**config.mk**
```make
export PLATFORM = sky130hd
export DESIGN_NAME = stressTop
export DESIGN_NICKNAME = d
export VERILOG_FILES = /design/src/logic/stressPkg.sv /design/src/logic/csrBlock.sv /design/src/logic/runTimer.sv /design/src/logic/mixPipeline.sv /design/src/logic/sumCollector.sv /design/src/logic/stressTop.sv
export VERILOG_INCLUDE_DIRS = /design/src /design/src/include
export SDC_FILE = /design/constraint.sdc
export NUM_CORES = 1
export LEC_CHECK = 0
export BUFFER_PORTS_ARGS = -buffer_cell sky130_fd_sc_hd__buf_2
export CORE_MARGIN = 5
export CORE_UTILIZATION = 55
export DETAILED_ROUTE_END_ITERATION = 10
export GPL_TIMING_DRIVEN = 0
export PLACE_DENSITY = 0.72
export SLEW_MARGIN = 20
export SYNTH_ARGS = -nofsm -noshare
export SYNTH_HDL_FRONTEND = slang
export SYNTH_HIERARCHICAL = 1
export SYNTH_SLANG_ARGS = --single-unit
export TNS_END_PERCENT = 20
```
**constraint.sdc**
```tcl
create_clock -name clock -period 8.04 [get_ports clock]
set_input_delay 0.804 -clock clock [delete_from_list [all_inputs] [get_ports clock]]
set_output_delay 0.804 -clock clock [all_outputs]
set_load 0.005 [all_outputs]
```
**src/include/stressDefines.svh**
```systemverilog
// Stress block register map shared by RTL and testbench.
`ifndef STRESS_DEFINES_SVH
`define STRESS_DEFINES_SVH

`define STRESS_ADDR_ID         4'd0
`define STRESS_ADDR_CONTROL    4'd1  // Bit 0 go, bit 31 done.
`define STRESS_ADDR_PARAM      4'd2
`define STRESS_ADDR_CHUNK      4'd3
`define STRESS_ADDR_TESTCHUNKS 4'd4
`define STRESS_ADDR_SAMPLES    4'd5
`define STRESS_ADDR_RESULT0    4'd6  // One word per lane from here up.

`define STRESS_CONTROL_RW_MASK 32'h0000_0001

`endif

```
**src/logic/stressPkg.sv**
```systemverilog
// Stress package with sizes, register typedefs, ID word and the mixing stage function.
package stressPkg;

  localparam int LaneCount    = 2;
  localparam int DataWidth    = 32;
  localparam int PipeStages   = 4;
  localparam int PrescaleBits = 6;   // 64 cycles per chunk.
  localparam int RunDelay     = 2;
  localparam int CsrAddrWidth = 4;

  localparam int RotateBits   = 5;

  typedef logic [DataWidth-1:0]    laneData_t;
  typedef logic [CsrAddrWidth-1:0] csrAddr_t;
  typedef logic [31:0]             csrData_t;
  typedef logic [31:0]             chunk_t;

  localparam csrData_t StressId = {16'h57e5, 8'h00, 8'(LaneCount)};

  // One key per mixing stage.
  localparam laneData_t StageKeys [PipeStages] = '{
    32'h9e37_79b9,
    32'h7f4a_7c15,
    32'hbb67_ae85,
    32'h3c6e_f372
  };

  // Rotate left then add the stage key, wrapping at the word size.
  function automatic laneData_t mixStage(laneData_t value, laneData_t key);
    laneData_t rotated;
    rotated = {value[DataWidth-RotateBits-1:0], value[DataWidth-1:DataWidth-RotateBits]};
    return rotated + key;
  endfunction

endpackage

```
**src/logic/csrBlock.sv**
```systemverilog
// CSR register file holding run control and returning status, parameters and lane results.
`timescale 1ns/1ns
`include "stressDefines.svh"

module csrBlock (
  input  logic                 clock,
  input  logic                 resetSync,
  input  logic                 csrWrite,
  input  logic                 csrRead,
  input  stressPkg::csrAddr_t  csrAddress,
  input  stressPkg::csrData_t  csrWriteData,
  input  logic                 done,
  input  stressPkg::chunk_t    chunk,
  input  stressPkg::csrData_t  sampleCount,
  input  stressPkg::laneData_t laneSum [stressPkg::LaneCount],
  output stressPkg::csrData_t  csrReadData,
  output logic                 csrReadValid,
  output logic                 go,
  output stressPkg::chunk_t    testChunks
);

  stressPkg::csrData_t readWord;
  stressPkg::csrData_t controlWord;
  stressPkg::csrData_t paramWord;

  assign controlWord = {done, 30'd0, go};
  assign paramWord   = {16'(stressPkg::DataWidth), 16'(stressPkg::PipeStages)};

  // RW fields. RO bits are never stored.
  always_ff @(posedge clock) begin
    if (resetSync) begin
      go         <= 1'b0;
      testChunks <= '0;
    end else if (csrWrite) begin
      if (csrAddress == `STRESS_ADDR_CONTROL) begin
        go <= |(csrWriteData & `STRESS_CONTROL_RW_MASK);
      end
      if (csrAddress == `STRESS_ADDR_TESTCHUNKS) begin
        testChunks <= csrWriteData;
      end
    end
  end

  // Read mux. Unmapped addresses return zero.
  always_comb begin
    readWord = '0;
    case (csrAddress)
      `STRESS_ADDR_ID:         readWord = stressPkg::StressId;
      `STRESS_ADDR_CONTROL:    readWord = controlWord;
      `STRESS_ADDR_PARAM:      readWord = paramWord;
      `STRESS_ADDR_CHUNK:      readWord = chunk;
      `STRESS_ADDR_TESTCHUNKS: readWord = testChunks;
      `STRESS_ADDR_SAMPLES:    readWord = sampleCount;
      default:                 readWord = '0;
    endcase
    for (int i = 0; i < stressPkg::LaneCount; i++) begin
      if (csrAddress == stressPkg::csrAddr_t'(`STRESS_ADDR_RESULT0 + i)) begin
        readWord = laneSum[i];
      end
    end
  end

  always_ff @(posedge clock) begin
    if (resetSync) begin
      csrReadValid <= 1'b0;
    end else begin
      csrReadValid <= csrRead;  // Data one cycle after strobe.
    end
  end

  always_ff @(posedge clock) begin
    if (csrRead) begin
      csrReadData <= readWord;
    end
  end

endmodule

```
**src/logic/runTimer.sv**
```systemverilog
// Run timer that counts prescaled chunks, flags completion and drives incrementing lane stimulus.
`timescale 1ns/1ns

module runTimer (
  input  logic                 clock,
  input  logic                 resetSync,
  input  logic                 go,
  input  stressPkg::chunk_t    testChunks,
  output logic                 done,
  output stressPkg::chunk_t    chunk,
  output logic                 running,
  output stressPkg::laneData_t laneIn [stressPkg::LaneCount]
);

  logic [stressPkg::PrescaleBits-1:0] prescale;
  logic                               prescaleTc;
  logic                               chunkTc;
  logic [stressPkg::RunDelay-1:0]     runPipe;

  always_ff @(posedge clock) begin
    if (resetSync) begin
      prescale   <= '0;
      prescaleTc <= 1'b0;
      chunk      <= '0;
      chunkTc    <= 1'b0;
      done       <= 1'b0;
    end else begin
      prescale   <= go ? prescale + 1'b1 : '0;
      prescaleTc <= &prescale;                  // Last cycle of a chunk.
      chunk      <= go ? chunk + prescaleTc : '0;
      chunkTc    <= (chunk == testChunks);
      // Sticky until the host drops go.
      if (done) begin
        done <= go;
      end else begin
        done <= chunkTc && prescaleTc;
      end
    end
  end

  // Delay line between the run request and the lane stimulus.
  always_ff @(posedge clock) begin
    if (resetSync) begin
      runPipe <= '0;
    end else begin
      runPipe[0] <= go && !done;
      for (int s = 1; s < stressPkg::RunDelay; s++) begin
        runPipe[s] <= runPipe[s-1];
      end
    end
  end

  assign running = runPipe[stressPkg::RunDelay-1];

  // Each lane starts from its own index.
  always_ff @(posedge clock) begin
    for (int i = 0; i < stressPkg::LaneCount; i++) begin
      if (running) begin
        laneIn[i] <= laneIn[i] + 1'b1;
      end else begin
        laneIn[i] <= stressPkg::laneData_t'(i);
      end
    end
  end

endmodule

```
**src/logic/mixPipeline.sv**
```systemverilog
// Mixing pipeline applying one keyed rotate-and-add stage per register rank on every lane.
`timescale 1ns/1ns

module mixPipeline (
  input  logic                 clock,
  input  logic                 resetSync,
  input  stressPkg::laneData_t laneIn  [stressPkg::LaneCount],
  output stressPkg::laneData_t laneOut [stressPkg::LaneCount]
);

  // Stage s holds the result after s+1 mixing steps.
  stressPkg::laneData_t stage [stressPkg::PipeStages][stressPkg::LaneCount];

  always_ff @(posedge clock) begin
    if (resetSync) begin
      for (int s = 0; s < stressPkg::PipeStages; s++) begin
        for (int i = 0; i < stressPkg::LaneCount; i++) begin
          stage[s][i] <= '0;
        end
      end
    end else begin
      for (int i = 0; i < stressPkg::LaneCount; i++) begin
        stage[0][i] <= stressPkg::mixStage(laneIn[i], stressPkg::StageKeys[0]);
      end
      for (int s = 1; s < stressPkg::PipeStages; s++) begin
        for (int i = 0; i < stressPkg::LaneCount; i++) begin
          stage[s][i] <= stressPkg::mixStage(stage[s-1][i], stressPkg::StageKeys[s]);
        end
      end
    end
  end

  always_comb begin
    for (int i = 0; i < stressPkg::LaneCount; i++) begin
      laneOut[i] = stage[stressPkg::PipeStages-1][i];  // PipeStages cycles late.
    end
  end

endmodule

```
**src/logic/sumCollector.sv**
```systemverilog
// Result collector that aligns the run window to the pipeline and accumulates lane signatures.
`timescale 1ns/1ns

module sumCollector (
  input  logic                 clock,
  input  logic                 resetSync,
  input  logic                 go,
  input  logic                 running,
  input  stressPkg::laneData_t laneOut [stressPkg::LaneCount],
  output stressPkg::laneData_t laneSum [stressPkg::LaneCount],
  output stressPkg::csrData_t  sampleCount
);

  localparam int WindowDelay = stressPkg::PipeStages + 1;

  logic [1:0]           window [WindowDelay];  // {go, running} per tap.
  logic                 summing;
  logic                 holding;
  stressPkg::laneData_t laneCapture [stressPkg::LaneCount];

  always_ff @(posedge clock) begin
    if (resetSync) begin
      for (int d = 0; d < WindowDelay; d++) begin
        window[d] <= 2'b00;
      end
    end else begin
      window[0] <= {go, running};
      for (int d = 1; d < WindowDelay; d++) begin
        window[d] <= window[d-1];
      end
    end
  end

  assign summing = window[WindowDelay-1][0];
  assign holding = window[WindowDelay-1][1];

  // Capture rank lines the samples up with the extra window cycle.
  always_ff @(posedge clock) begin
    laneCapture <= laneOut;
  end

  always_ff @(posedge clock) begin
    if (resetSync) begin
      sampleCount <= '0;
      for (int i = 0; i < stressPkg::LaneCount; i++) begin
        laneSum[i] <= '0;
      end
    end else if (summing) begin
      sampleCount <= sampleCount + 1'b1;
      for (int i = 0; i < stressPkg::LaneCount; i++) begin
        laneSum[i] <= laneSum[i] + laneCapture[i];  // Wraps at 2^32.
      end
    end else if (!holding) begin
      sampleCount <= '0;
      for (int i = 0; i < stressPkg::LaneCount; i++) begin
        laneSum[i] <= '0;
      end
    end
  end

endmodule

```
**src/logic/stressTop.sv**
```systemverilog
// Stress block top level connecting the register file, run timer, mixing pipeline and collector.
`timescale 1ns/1ns

module stressTop (
  input  logic                clock,
  input  logic                resetSync,
  input  logic                csrWrite,
  input  logic                csrRead,
  input  stressPkg::csrAddr_t csrAddress,
  input  stressPkg::csrData_t csrWriteData,
  output stressPkg::csrData_t csrReadData,
  output logic                csrReadValid
);

  logic                 go;
  logic                 done;
  logic                 running;
  stressPkg::chunk_t    testChunks;
  stressPkg::chunk_t    chunk;
  stressPkg::csrData_t  sampleCount;
  stressPkg::laneData_t laneIn  [stressPkg::LaneCount];
  stressPkg::laneData_t laneOut [stressPkg::LaneCount];
  stressPkg::laneData_t laneSum [stressPkg::LaneCount];

  csrBlock uCsr (
    .clock(clock), .resetSync(resetSync),
    .csrWrite(csrWrite), .csrRead(csrRead),
    .csrAddress(csrAddress), .csrWriteData(csrWriteData),
    .done(done), .chunk(chunk), .sampleCount(sampleCount), .laneSum(laneSum),
    .csrReadData(csrReadData), .csrReadValid(csrReadValid),
    .go(go), .testChunks(testChunks)
  );

  runTimer uTimer (
    .clock(clock), .resetSync(resetSync),
    .go(go), .testChunks(testChunks),
    .done(done), .chunk(chunk), .running(running), .laneIn(laneIn)
  );

  mixPipeline uMix (
    .clock(clock), .resetSync(resetSync),
    .laneIn(laneIn), .laneOut(laneOut)
  );

  sumCollector uSum (
    .clock(clock), .resetSync(resetSync),
    .go(go), .running(running), .laneOut(laneOut),
    .laneSum(laneSum), .sampleCount(sampleCount)
  );

endmodule

```
Word level (Yosys, flattened, before mapping)
Memories as Yosys holds them, arrays and structs flattened. A register that Yosys moved wholly into a read port is not among the register bits.
Index checks and enable logic that the tools add are counted.

storage, ports and cells
  bits of input ports = 40
  output and inout port bits = 33
  flip-flop bits (word level) = 269
  word-level logic and storage cells = 87
  memories = 2
  bits in latches = 0
  bits in read-only memories = 0
  bits in writable memories = 266

cells by class
  equal/unequal tests = 9
  order comparisons = 0
  shift-type cells = 0
  multiply operators = 0
  reductions and logical operators = 8
  divide/modulo/power cells = 0
  add/subtract/negate cells = 15
  bitwise logic cells = 14
  multiplexer cells = 24

memories
  memory       words  bits a word  read ports  clocked after Yosys merged registers in  write ports  line                RTL
  uMix.stage   4      64           4           1                                        4            mixPipeline.sv:12   stressPkg::laneData_t stage [stressPkg::PipeStages][stressPkg::LaneCount];
  uSum.window  5      2            5           0                                        5            sumCollector.sv:16  logic [1:0] window [WindowDelay];

operator list
  cell                      number
  $mux W32                  12
  $pmux W32 S6              1
  $add A32 B32 Y32 const B  4
  $mux W64                  2
  $add A32 B1 Y32 const B   3
  $add A32 B30 Y32 const B  2
  $add A32 B31 Y32 const B  2
  $add A32 B32 Y32          2
  $add A32 B1 Y32           1
  $eq A32 B32 Y1            1
  $eq A4 B3 Y1 const B      4
  $or A1 B1 Y1              13
  $mux W2                   5
  $eq A4 B2 Y1 const B      2
  $add A6 B1 Y6 const B     1
  $reduce_and A6 Y1         1
  $eq A4 B1 Y1 const B      1
  $logic_not A4 Y1          1
  $mux W1                   4
  $reduce_and A2 Y1         2
  $logic_and A1 B1 Y1       2
  $ne A2 B1 Y1 const B      1
  $reduce_or A2 Y1          1
  $logic_not A1 Y1          1
  $not A1 Y1                1

Logic depth before layout (Yosys ltp)
Gate-level depths: netlist of the first run.

  depth in word-level cells = 4
  gate-level depth with buffers = 13
  depth with buffers taken out = 13

By module
Netlist of the first run, hierarchy kept.

modules (own cells, without submodules)
  module        times used  cells each  sequential area each (um2)  area an instance (um2)
  mixPipeline   1           1321        5124.9                      11573.6
  sumCollector  1           950         3403.3                      8325.5
  runTimer      1           549         2142.1                      4983.5
  csrBlock      1           441         1641.6                      3931.3

Worst setup path after synthesis of the first run
OpenSTA, ideal clock, no wires.

  path type = register -> register
  from = register uSum/laneSum[0] in the netlist's numbering
  to = register uSum/laneSum[24] in the netlist's numbering
  clock period less this slack = 2.735 ns
  setup time = 0.126 ns
  stages on the path, launching flop included = 14
  arrival time = 2.609 ns
  buffers on the path = 0
  path slack = 5.305 ns
  required time = 7.914 ns
  cell sequence = dfxtp_1 ha_1 inv_1 fa_1 nor2b_1 o21ai_1 a21boi_1 o21ai_1 o21a_1 o31a_1 o31ai_2 a31o_2 xnor2_1 o21ai_1

on the way
  longest elaborated chain between the ends = 2

ends and longest elaborated chain
  item                              line                RTL
  start: declaration                sumCollector.sv:10  output stressPkg::laneData_t laneSum [stressPkg::LaneCount],
  start signal: indexed assignment  sumCollector.sv:51  laneSum[i] <= laneSum[i] + laneCapture[i];
  $add A32 B32 Y32                  sumCollector.sv:51
  $mux W64                          sumCollector.sv:48  end else if (summing) begin

No other way between the ends.
A chain may end at the register's enable or synchronous reset.

Final worst setup path of the first run
  from = register uSum/laneSum[0] in the netlist's numbering
  to = register uSum/laneSum[30] in the netlist's numbering

Same word-level chain as after synthesis.

==> results of run 1 <==
## sequential cells by signal, summed over array words and instances (netlist names)
register           count
uTimer/prescale        6
uCsr/testChunks       32
uCsr/go                1
uTimer/runPipe         2
uCsr/csrReadData      32
uTimer/prescaleTc      1
uSum/laneSum          64
uMix/stage           256
uTimer/done            1
uSum/sampleCount      32
uSum/laneCapture      64
uSum/window           10
uTimer/laneIn         64
uCsr/csrReadValid      1
uTimer/chunkTc         1
uTimer/chunk          32
## cell families after synthesis
family | share of synthesized area
compound gates | 0.170
fa+ha+maj | 0.0348
mux | 0.00686
buf+inv | 0.0296
simple gates | 0.224
xor+xnor | 0.107
flops | 0.427
## path summary, 6_finish.rpt
| kind | end | slack, ns |
|---|---|---|
| worst max-delay path | uSum/laneSum[30] | 4.64 |
| worst min-delay path | uSum/laneCapture[20] | 0.32 |
| worst max register to register | uSum/laneSum[30] | 4.64 |
| worst min register to register | uSum/laneCapture[20] | 0.32 |
## layout make-up
class	instances	area [µm²]	share of cell area
timing repair buffer	71	355	0.0111
tap	680	851	0.0266
sequential	599	12300	0.384
inverter	47	176	0.00551
clock inverter	31	355	0.0111
buffer	151	676	0.0211
multi-input combinational	2464	15700	0.489
clock buffer	77	1660	0.0518
## per-stage QoR
step	cells	power (mW)
floorplan	3261	3.63
global placement	4012	3.78
detailed placement	4012	3.80
CTS	4120	6.64
global route	4120	6.84
finish	4120	6.59
## layer usage
metal  part of all wire  vias to the layer above  global-route usage  routed length (µm)
met5                  0                        -                   0                   0
met1               0.44                    11600               0.362               35300
met2               0.47                      820               0.460               38100
li1                   -                    11900                   -                   -
met3              0.053                      158              0.0287                4290
met4              0.039                        0               0.106                3160
## power by group through the flow
stage | registers, mW | clock network, mW | logic, mW
2_1_floorplan | 3.26 | 0 | 0.366
6_report | 3.23 | 2.85 | 0.508
3_3_place_gp | 3.29 | 0 | 0.488
5_1_grt | 3.24 | 3.03 | 0.560
3_5_place_dp | 3.30 | 0 | 0.500
4_1_cts | 3.23 | 2.91 | 0.504
## cell usage in the layout, fill, tap and decap left out, types with 18 or more instances in the layout
cell and n:
or2_2 18, or3_1 45, nor2_1 402, o211ai_1 28, a31oi_1 34, ha_1 77
clkbuf_1 111, nor4_1 20, nand3_1 140, nor2b_1 51, a21o_1 44, inv_1 47
and2_1 84, o21ai_0 112, clkbuf_16 63, nor3_1 82, a211oi_1 32, nand3b_1 33
nand2b_1 29, dfxtp_1 567, o21a_1 28, nand4_1 60, and3_1 43, edfxtp_1 32
buf_2 98, xnor2_1 197, a21oi_1 236, xor2_1 155, nand2_1 185, o21ai_1 56
==> run_summary.xml, run 1 <==
<?xml version="1.0" encoding="UTF-8"?>
<metrics>
  <group name="outcome">
    <metric name="run_status" unit="">finished clean</metric>
  </group>
  <group name="floorplan">
    <metric name="die_w" unit="µm">239</metric>
    <metric name="rows" unit="">83</metric>
    <metric name="die-height" unit="µm">239</metric>
    <metric name="floorplan.die_area" unit="µm²">57100</metric>
    <metric name="pin_count" unit="">73</metric>
    <metric name="floorplan.initialDensity" unit="">0.558</metric>
    <metric name="floorplan.core_area" unit="µm²">51600</metric>
  </group>
  <group name="detailed_routing">
    <metric name="antenna_violating_nets_post_route" unit="">0</metric>
    <metric name="route.detailed.wl_per_inst" unit="µm">19.6</metric>
    <metric name="postRouteWirelength" unit="µm">80800</metric>
    <metric name="vias_per_cell" unit="">5.93</metric>
    <metric name="drc" unit="">0</metric>
    <metric name="route.vias.total" unit="">24400</metric>
    <metric name="drt_iter0_drc" unit="">2168</metric>
    <metric name="firstDrtPassIters" unit="">8</metric>
  </group>
  <group name="critical_path">
    <metric name="worst-endpoint-required" unit="ns">8.52</metric>
    <metric name="path_class" unit="">reg -&gt; reg</metric>
    <metric name="path_buf_inv" unit="">1</metric>
    <metric name="critical_path.top_delay_family" unit="">compound AO/OA/AOI/OAI gates</metric>
    <metric name="crit_path_top_delay_cell" unit="">dfxtp_1</metric>
    <metric name="cp_num_cells" unit="">13</metric>
    <metric name="rr_startpoint" unit="">uSum/laneSum[0]</metric>
    <metric name="arr_time_crit_path" unit="ns">3.89</metric>
    <metric name="worstPathMaxFanout" unit="">5</metric>
    <metric name="path_cells" unit="">ha_1, inv_1, fa_1, nor2b_1, o21ai_1, a21boi_1, o21ai_1, o21a_1, o31a_1, o31ai_2, a31oi_1, xor2_1, o21ai_1</metric>
    <metric name="timing.critical_path.mode_cell" unit="">o21ai_1</metric>
    <metric name="setup.worst_path.start_class" unit="">flop</metric>
    <metric name="cell_depth_of_the_worst_flop_to_flop_path" unit="">13</metric>
    <metric name="critical_path.max_stage_delay" unit="ns">0.45</metric>
    <metric name="crit_start" unit="">uSum/laneSum[0]</metric>
    <metric name="setup.worst_path.end_class" unit="">flop</metric>
  </group>
  <group name="cts">
    <metric name="clk_pin_slew" unit="ns">0.06</metric>
    <metric name="cts_post_setup_buffers_inserted" unit="">0</metric>
    <metric name="cts_buffers" unit="">60</metric>
    <metric name="worstSkewPairLatency" unit="ns">0.62</metric>
    <metric name="htreeDepth" unit="">2</metric>
    <metric name="tritoncts" unit="">done</metric>
    <metric name="cts.sink_count" unit="">599</metric>
    <metric name="post_cts.resized_instances" unit="">0</metric>
    <metric name="holdBufCountCts" unit="">0</metric>
    <metric name="root_buffer_cell" unit="">clkbuf_16</metric>
    <metric name="clockBufferDepth" unit="">3</metric>
  </group>
  <group name="global_routing">
    <metric name="grt_start_max_net_pins" unit="">34</metric>
    <metric name="grt_pass1_vias" unit="">23000</metric>
    <metric name="globalRoute.totalOverflow" unit="">0</metric>
    <metric name="antenna_found_initial" unit="">0</metric>
    <metric name="grt_util_all_layers" unit="">0.273</metric>
    <metric name="first_pass_grt_wire_length" unit="µm">126000</metric>
  </group>
  <group name="power">
    <metric name="pwr-share-comb" unit="">0.077</metric>
    <metric name="power.switching" unit="mW">1.58</metric>
    <metric name="power_frac_seq" unit="">0.490</metric>
    <metric name="clock_power_share" unit="">0.433</metric>
    <metric name="static-leakage-power" unit="nW">12.5</metric>
    <metric name="p_sw_frac" unit="">0.239</metric>
    <metric name="power.internal" unit="mW">5.02</metric>
    <metric name="max-vdd-ir-drop" unit="V">0.000177</metric>
    <metric name="power.density" unit="nW/µm²">206</metric>
  </group>
  <group name="yosys">
    <metric name="synth_area_leader_cell" unit="">dfxtp_1</metric>
    <metric name="synth-seq-area-share" unit="">0.427</metric>
    <metric name="most_instantiated_library_cell_after_synthesis" unit="">dfxtp_1</metric>
    <metric name="synth_cells" unit="">3261</metric>
    <metric name="netlist_area_pre_place" unit="µm²">28800</metric>
    <metric name="synth_edf_count" unit="">32</metric>
    <metric name="ys_top_cells_by_count" unit="">dfxtp_1, nor2_1, a21oi_1</metric>
    <metric name="yosys_warnings" unit="">6</metric>
    <metric name="postSynthNetCount" unit="">3380</metric>
    <metric name="synth-seq-cells" unit="">599</metric>
    <metric name="yosys-top-cells-area" unit="">dfxtp_1, xnor2_1, nor2_1</metric>
    <metric name="synthArstFlopShare" unit="">0</metric>
    <metric name="ys.flop_type" unit="">dfxtp_1</metric>
    <metric name="synthesis.area_per_instance" unit="µm²">8.84</metric>
    <metric name="synth_cell_type_count" unit="">102</metric>
    <metric name="synth_top_cell_area_share" unit="">0.394</metric>
  </group>
  <group name="timing">
    <metric name="finalHoldViolCount" unit="">0</metric>
    <metric name="timing.setup.tns" unit="ns">0</metric>
    <metric name="grt_setup_unrepaired" unit="">no</metric>
    <metric name="final_period_minus_worst_setup_slack" unit="ns">3.40</metric>
    <metric name="final.period_utilization" unit="">0.423</metric>
    <metric name="max_clock_freq" unit="GHz">0.294</metric>
    <metric name="finalSetupViolCount" unit="">0</metric>
    <metric name="setup_slack" unit="ns">4.64</metric>
    <metric name="drv_slew" unit="">0</metric>
    <metric name="max-slew-margin-rel" unit="">0.305</metric>
    <metric name="worst_slew_pin_slew" unit="ns">1.04</metric>
    <metric name="timing.hold.ws" unit="ns">0.321</metric>
    <metric name="final_worst_clock_skew" unit="ns">0.0158</metric>
  </group>
  <group name="placed_design">
    <metric name="detailedPlacementHpwl" unit="µm">62100</metric>
    <metric name="placement.cell_area" unit="µm²">30000</metric>
    <metric name="globalplace.congestion" unit="">0.990</metric>
    <metric name="dpl_worst_slack" unit="ns">4.21</metric>
    <metric name="port-buffer-count" unit="">71</metric>
  </group>
  <group name="min_path">
    <metric name="hp-class" unit="">reg -&gt; reg</metric>
    <metric name="holdCritStartpoint" unit="">uMix/stage[3][20]</metric>
    <metric name="instance_count_along_the_most_critical_hold_path" unit="">0</metric>
  </group>
  <group name="flow_run">
    <metric name="cap_violations" unit="">0</metric>
  </group>
  <group name="cells_and_area">
    <metric name="finish.net_count" unit="">3513</metric>
    <metric name="flow.area_growth_from_synthesis" unit="%">11.2</metric>
    <metric name="layout.cell_area.non_filler" unit="µm²">32000</metric>
    <metric name="fin_util" unit="">0.621</metric>
    <metric name="antennaDiodeCount" unit="">0</metric>
    <metric name="final_layout_size_suffix_gt1_frac" unit="">0.0837</metric>
    <metric name="fillerInstances" unit="">4423</metric>
  </group>
</metrics>
Note: power is estimated with default switching activity, not from simulation.
==> inputs of run 2 (changes only) <==
PLACE_DENSITY = 0.74   (was 0.72)
clock period = 3.1 ns   (was 8.04 ns; I/O delays follow)
==> run 2 against run 1 <==
Net effect: combinational power increased to 2.7 times the previous value; wire length is 0.74% lower; hold slack worse by 0.24 ns; critical path type unchanged; global-route usage fell by 0.25 points; highest routed layer unchanged; register-to-register slack got worse by 4.6 ns; critical path depth fell by 2; clock skew is 0.0046 ns higher; first-iteration DRC count fell by 7.5%.
==> run_summary.xml, run 2 (synthesis gave the netlist of run 1 again) <==
<?xml version="1.0" encoding="UTF-8"?>
<metrics>
  <group name="outcome">
    <metric name="run_status" unit="">finished clean</metric>
  </group>
  <group name="cells_and_area">
    <metric name="filler_free_cell_count_of_the_finished_design" unit="">4157</metric>
    <metric name="fillerInstances" unit="">4377</metric>
    <metric name="final_common_cell" unit="">dfxtp_1</metric>
    <metric name="finish.net_count" unit="">3548</metric>
    <metric name="multi_input_area" unit="µm²">15800</metric>
    <metric name="final_layout_size_suffix_gt1_frac" unit="">0.0912</metric>
    <metric name="layout.cells.most_common_list" unit="">dfxtp_1, nor2_1, a21oi_1, xnor2_1, nand2_1</metric>
    <metric name="largest_reg_flops" unit="">256</metric>
    <metric name="flow.area_growth_from_synthesis" unit="%">12.8</metric>
    <metric name="largest_register_by_flop_count" unit="">uMix/stage</metric>
    <metric name="regArea" unit="µm²">12300</metric>
    <metric name="fin_util" unit="">0.630</metric>
    <metric name="layout.cell_area.non_filler" unit="µm²">32500</metric>
  </group>
  <group name="detailed_routing">
    <metric name="drt_iter0_drc" unit="">2005</metric>
    <metric name="drc" unit="">0</metric>
    <metric name="route.vias.total" unit="">24700</metric>
    <metric name="postRouteWirelength" unit="µm">80200</metric>
    <metric name="route.detailed.wl_per_inst" unit="µm">19.3</metric>
    <metric name="vias_per_cell" unit="">5.95</metric>
    <metric name="firstDrtPassIters" unit="">8</metric>
    <metric name="antenna_violating_nets_post_route" unit="">0</metric>
  </group>
  <group name="power">
    <metric name="max-vdd-ir-drop" unit="V">0.000450</metric>
    <metric name="power_frac_seq" unit="">0.492</metric>
    <metric name="power.switching" unit="mW">4.09</metric>
    <metric name="clock_power_share" unit="">0.429</metric>
    <metric name="static-leakage-power" unit="nW">12.7</metric>
    <metric name="fin_total_pwr" unit="mW">17.0</metric>
    <metric name="pwr-share-comb" unit="">0.079</metric>
    <metric name="power.density" unit="nW/µm²">523</metric>
    <metric name="p_sw_frac" unit="">0.241</metric>
    <metric name="power.internal" unit="mW">12.9</metric>
  </group>
  <group name="flow_run">
    <metric name="cap_violations" unit="">0</metric>
  </group>
  <group name="timing">
    <metric name="final_worst_clock_skew" unit="ns">0.0204</metric>
    <metric name="worst_slew_pin_slew" unit="ns">1.02</metric>
    <metric name="final.period_utilization" unit="">0.995</metric>
    <metric name="setup_slack" unit="ns">0.0146</metric>
    <metric name="final_period_minus_worst_setup_slack" unit="ns">3.09</metric>
    <metric name="max-slew-margin-rel" unit="">0.316</metric>
    <metric name="finalHoldViolCount" unit="">0</metric>
    <metric name="drv_slew" unit="">0</metric>
    <metric name="max_clock_freq" unit="GHz">0.324</metric>
    <metric name="grt_setup_unrepaired" unit="">yes</metric>
    <metric name="finalSetupViolCount" unit="">0</metric>
    <metric name="timing.hold.ws" unit="ns">0.0813</metric>
    <metric name="timing.setup.tns" unit="ns">0</metric>
  </group>
  <group name="floorplan">
    <metric name="die_w" unit="µm">239</metric>
    <metric name="floorplan.initialDensity" unit="">0.558</metric>
    <metric name="die-height" unit="µm">239</metric>
    <metric name="floorplan.die_area" unit="µm²">57100</metric>
    <metric name="floorplan.core_area" unit="µm²">51600</metric>
    <metric name="pin_count" unit="">73</metric>
    <metric name="rows" unit="">83</metric>
  </group>
  <group name="critical_path">
    <metric name="path_class" unit="">reg -&gt; reg</metric>
    <metric name="cell_depth_of_the_worst_flop_to_flop_path" unit="">11</metric>
    <metric name="reg2reg_to" unit="">uSum/laneSum[63]</metric>
    <metric name="worst-endpoint-required" unit="ns">3.65</metric>
    <metric name="rr_startpoint" unit="">uSum/laneSum[40]</metric>
    <metric name="path_cells" unit="">ha_1, nand4_1, a2111oi_2, o21ai_2, a2111oi_4, o211ai_4, a211oi_2, a211oi_2, xor2_2, a21oi_1, o22ai_1</metric>
    <metric name="critical_path.max_stage_delay" unit="ns">0.49</metric>
    <metric name="arr_time_crit_path" unit="ns">3.63</metric>
    <metric name="path_buf_inv" unit="">0</metric>
    <metric name="timing.critical_path.mode_cell" unit="">a211oi_2</metric>
    <metric name="crit_start" unit="">uSum/laneSum[40]</metric>
    <metric name="setup.worst_path.end_class" unit="">flop</metric>
    <metric name="crit_path_top_delay_cell" unit="">a2111oi_4</metric>
    <metric name="setup.worst_path.start_class" unit="">flop</metric>
    <metric name="critical_path.top_delay_family" unit="">compound AO/OA/AOI/OAI gates</metric>
    <metric name="worstPathMaxFanout" unit="">5</metric>
    <metric name="setup.reg_to_reg.worst_slack" unit="ns">0.01</metric>
  </group>
  <group name="cts">
    <metric name="worstSkewPairLatency" unit="ns">0.63</metric>
    <metric name="clk_pin_slew" unit="ns">0.06</metric>
    <metric name="cts.sink_count" unit="">599</metric>
    <metric name="cts_buffers" unit="">60</metric>
    <metric name="root_buffer_cell" unit="">clkbuf_16</metric>
    <metric name="clockBufferDepth" unit="">3</metric>
    <metric name="htreeDepth" unit="">2</metric>
    <metric name="tritoncts" unit="">done</metric>
  </group>
  <group name="global_routing">
    <metric name="antenna_found_initial" unit="">1</metric>
    <metric name="first_pass_grt_wire_length" unit="µm">126000</metric>
    <metric name="grt_start_max_net_pins" unit="">34</metric>
    <metric name="grt_util_all_layers" unit="">0.270</metric>
    <metric name="grt_pass1_vias" unit="">23800</metric>
    <metric name="globalRoute.totalOverflow" unit="">0</metric>
  </group>
  <group name="min_path">
    <metric name="hp-class" unit="">in -&gt; reg</metric>
    <metric name="holdCritStartpoint" unit="">resetSync</metric>
    <metric name="min_delay_worst_endpoint" unit="">uTimer/done</metric>
    <metric name="instance_count_along_the_most_critical_hold_path" unit="">2</metric>
  </group>
  <group name="placed_design">
    <metric name="globalplace.congestion" unit="">1.03</metric>
    <metric name="dpl.cell_count" unit="">4012</metric>
    <metric name="detailedPlacementHpwl" unit="µm">60500</metric>
    <metric name="dpl_worst_slack" unit="ns">-0.227</metric>
    <metric name="placement.cell_area" unit="µm²">30000</metric>
    <metric name="port-buffer-count" unit="">71</metric>
  </group>
</metrics>
==> run 2: cell types whose count changed in the layout (fill, tap and decap cells not counted), sizes merged <==
cell	change
dlygate4sd3	+32
bufinv	-2
clkbuf	+2
diode	+1
clkinv	+2
clkinvlp	-4
buf	+3
inv	+3
==> run 2: timing repair <==
item,CTS,global route
resized for setup,6,20
setup buffers,0,3
hold endpoints to repair,33,0
setup endpoints to repair,10,12
pin swaps,4,8
hold buffers,32,0
==> run 2: power groups by stage <==
| stage | combinational (mW) | clock [mW] | sequential [mW] |
|---|---|---|---|
| 3_5_place_dp | 1.28 | 0 | 8.54 |
| 5_1_grt | 1.48 | 7.77 | 8.41 |
| 3_3_place_gp | 1.26 | 0 | 8.53 |
| 4_1_cts | 1.33 | 7.43 | 8.37 |
| 2_1_floorplan | 0.950 | 0 | 8.46 |
| 6_report | 1.35 | 7.30 | 8.37 |
==> run 2: cell type report <==
cell class | count | share of cell area
Clock inverter | 30 | 0.0104
Sequential cell | 599 | 0.379
Tap cell | 680 | 0.0262
Multi-Input combinational cell | 2464 | 0.485
Buffer | 151 | 0.0208
Clock buffer | 79 | 0.0515
Antenna cell | 1 | 0.0000770
Timing Repair Buffer | 106 | 0.0215
Inverter | 47 | 0.00543
==> run 2: layer usage <==
layer | global-route usage | share of wire | vias to the layer above
li1 | - | - | 11900
met1 | 0.340 | 0.42 | 11700
met2 | 0.457 | 0.47 | 885
met3 | 0.0423 | 0.060 | 224
met4 | 0.127 | 0.054 | 0
met5 | 0 | 0 | -
==> run 2: worst max path at each step <==
stage                  endpoint  slack [ns]  cells past startpoint
2_1_floorplan  uSum/laneSum[24]        0.36                     13
3_3_place_gp   uSum/laneSum[24]       -0.18                     13
3_5_place_dp   uSum/laneSum[24]       -0.23                     13
4_1_cts        uSum/laneSum[62]        0.01                     13
5_1_grt        uSum/laneSum[63]       -0.07                     11
6_report       uSum/laneSum[63]        0.01                     11
==> run 2: worst reg2reg max path, delay by kind of cell (launching register included) <==
| family | cells | cell delay (ns) |
|---|---|---|
| compound gates | 8 | 1.83 |
| fa+ha+maj | 1 | 0.39 |
| flops | 1 | 0.36 |
| xor+xnor | 1 | 0.24 |
| simple gates | 1 | 0.18 |
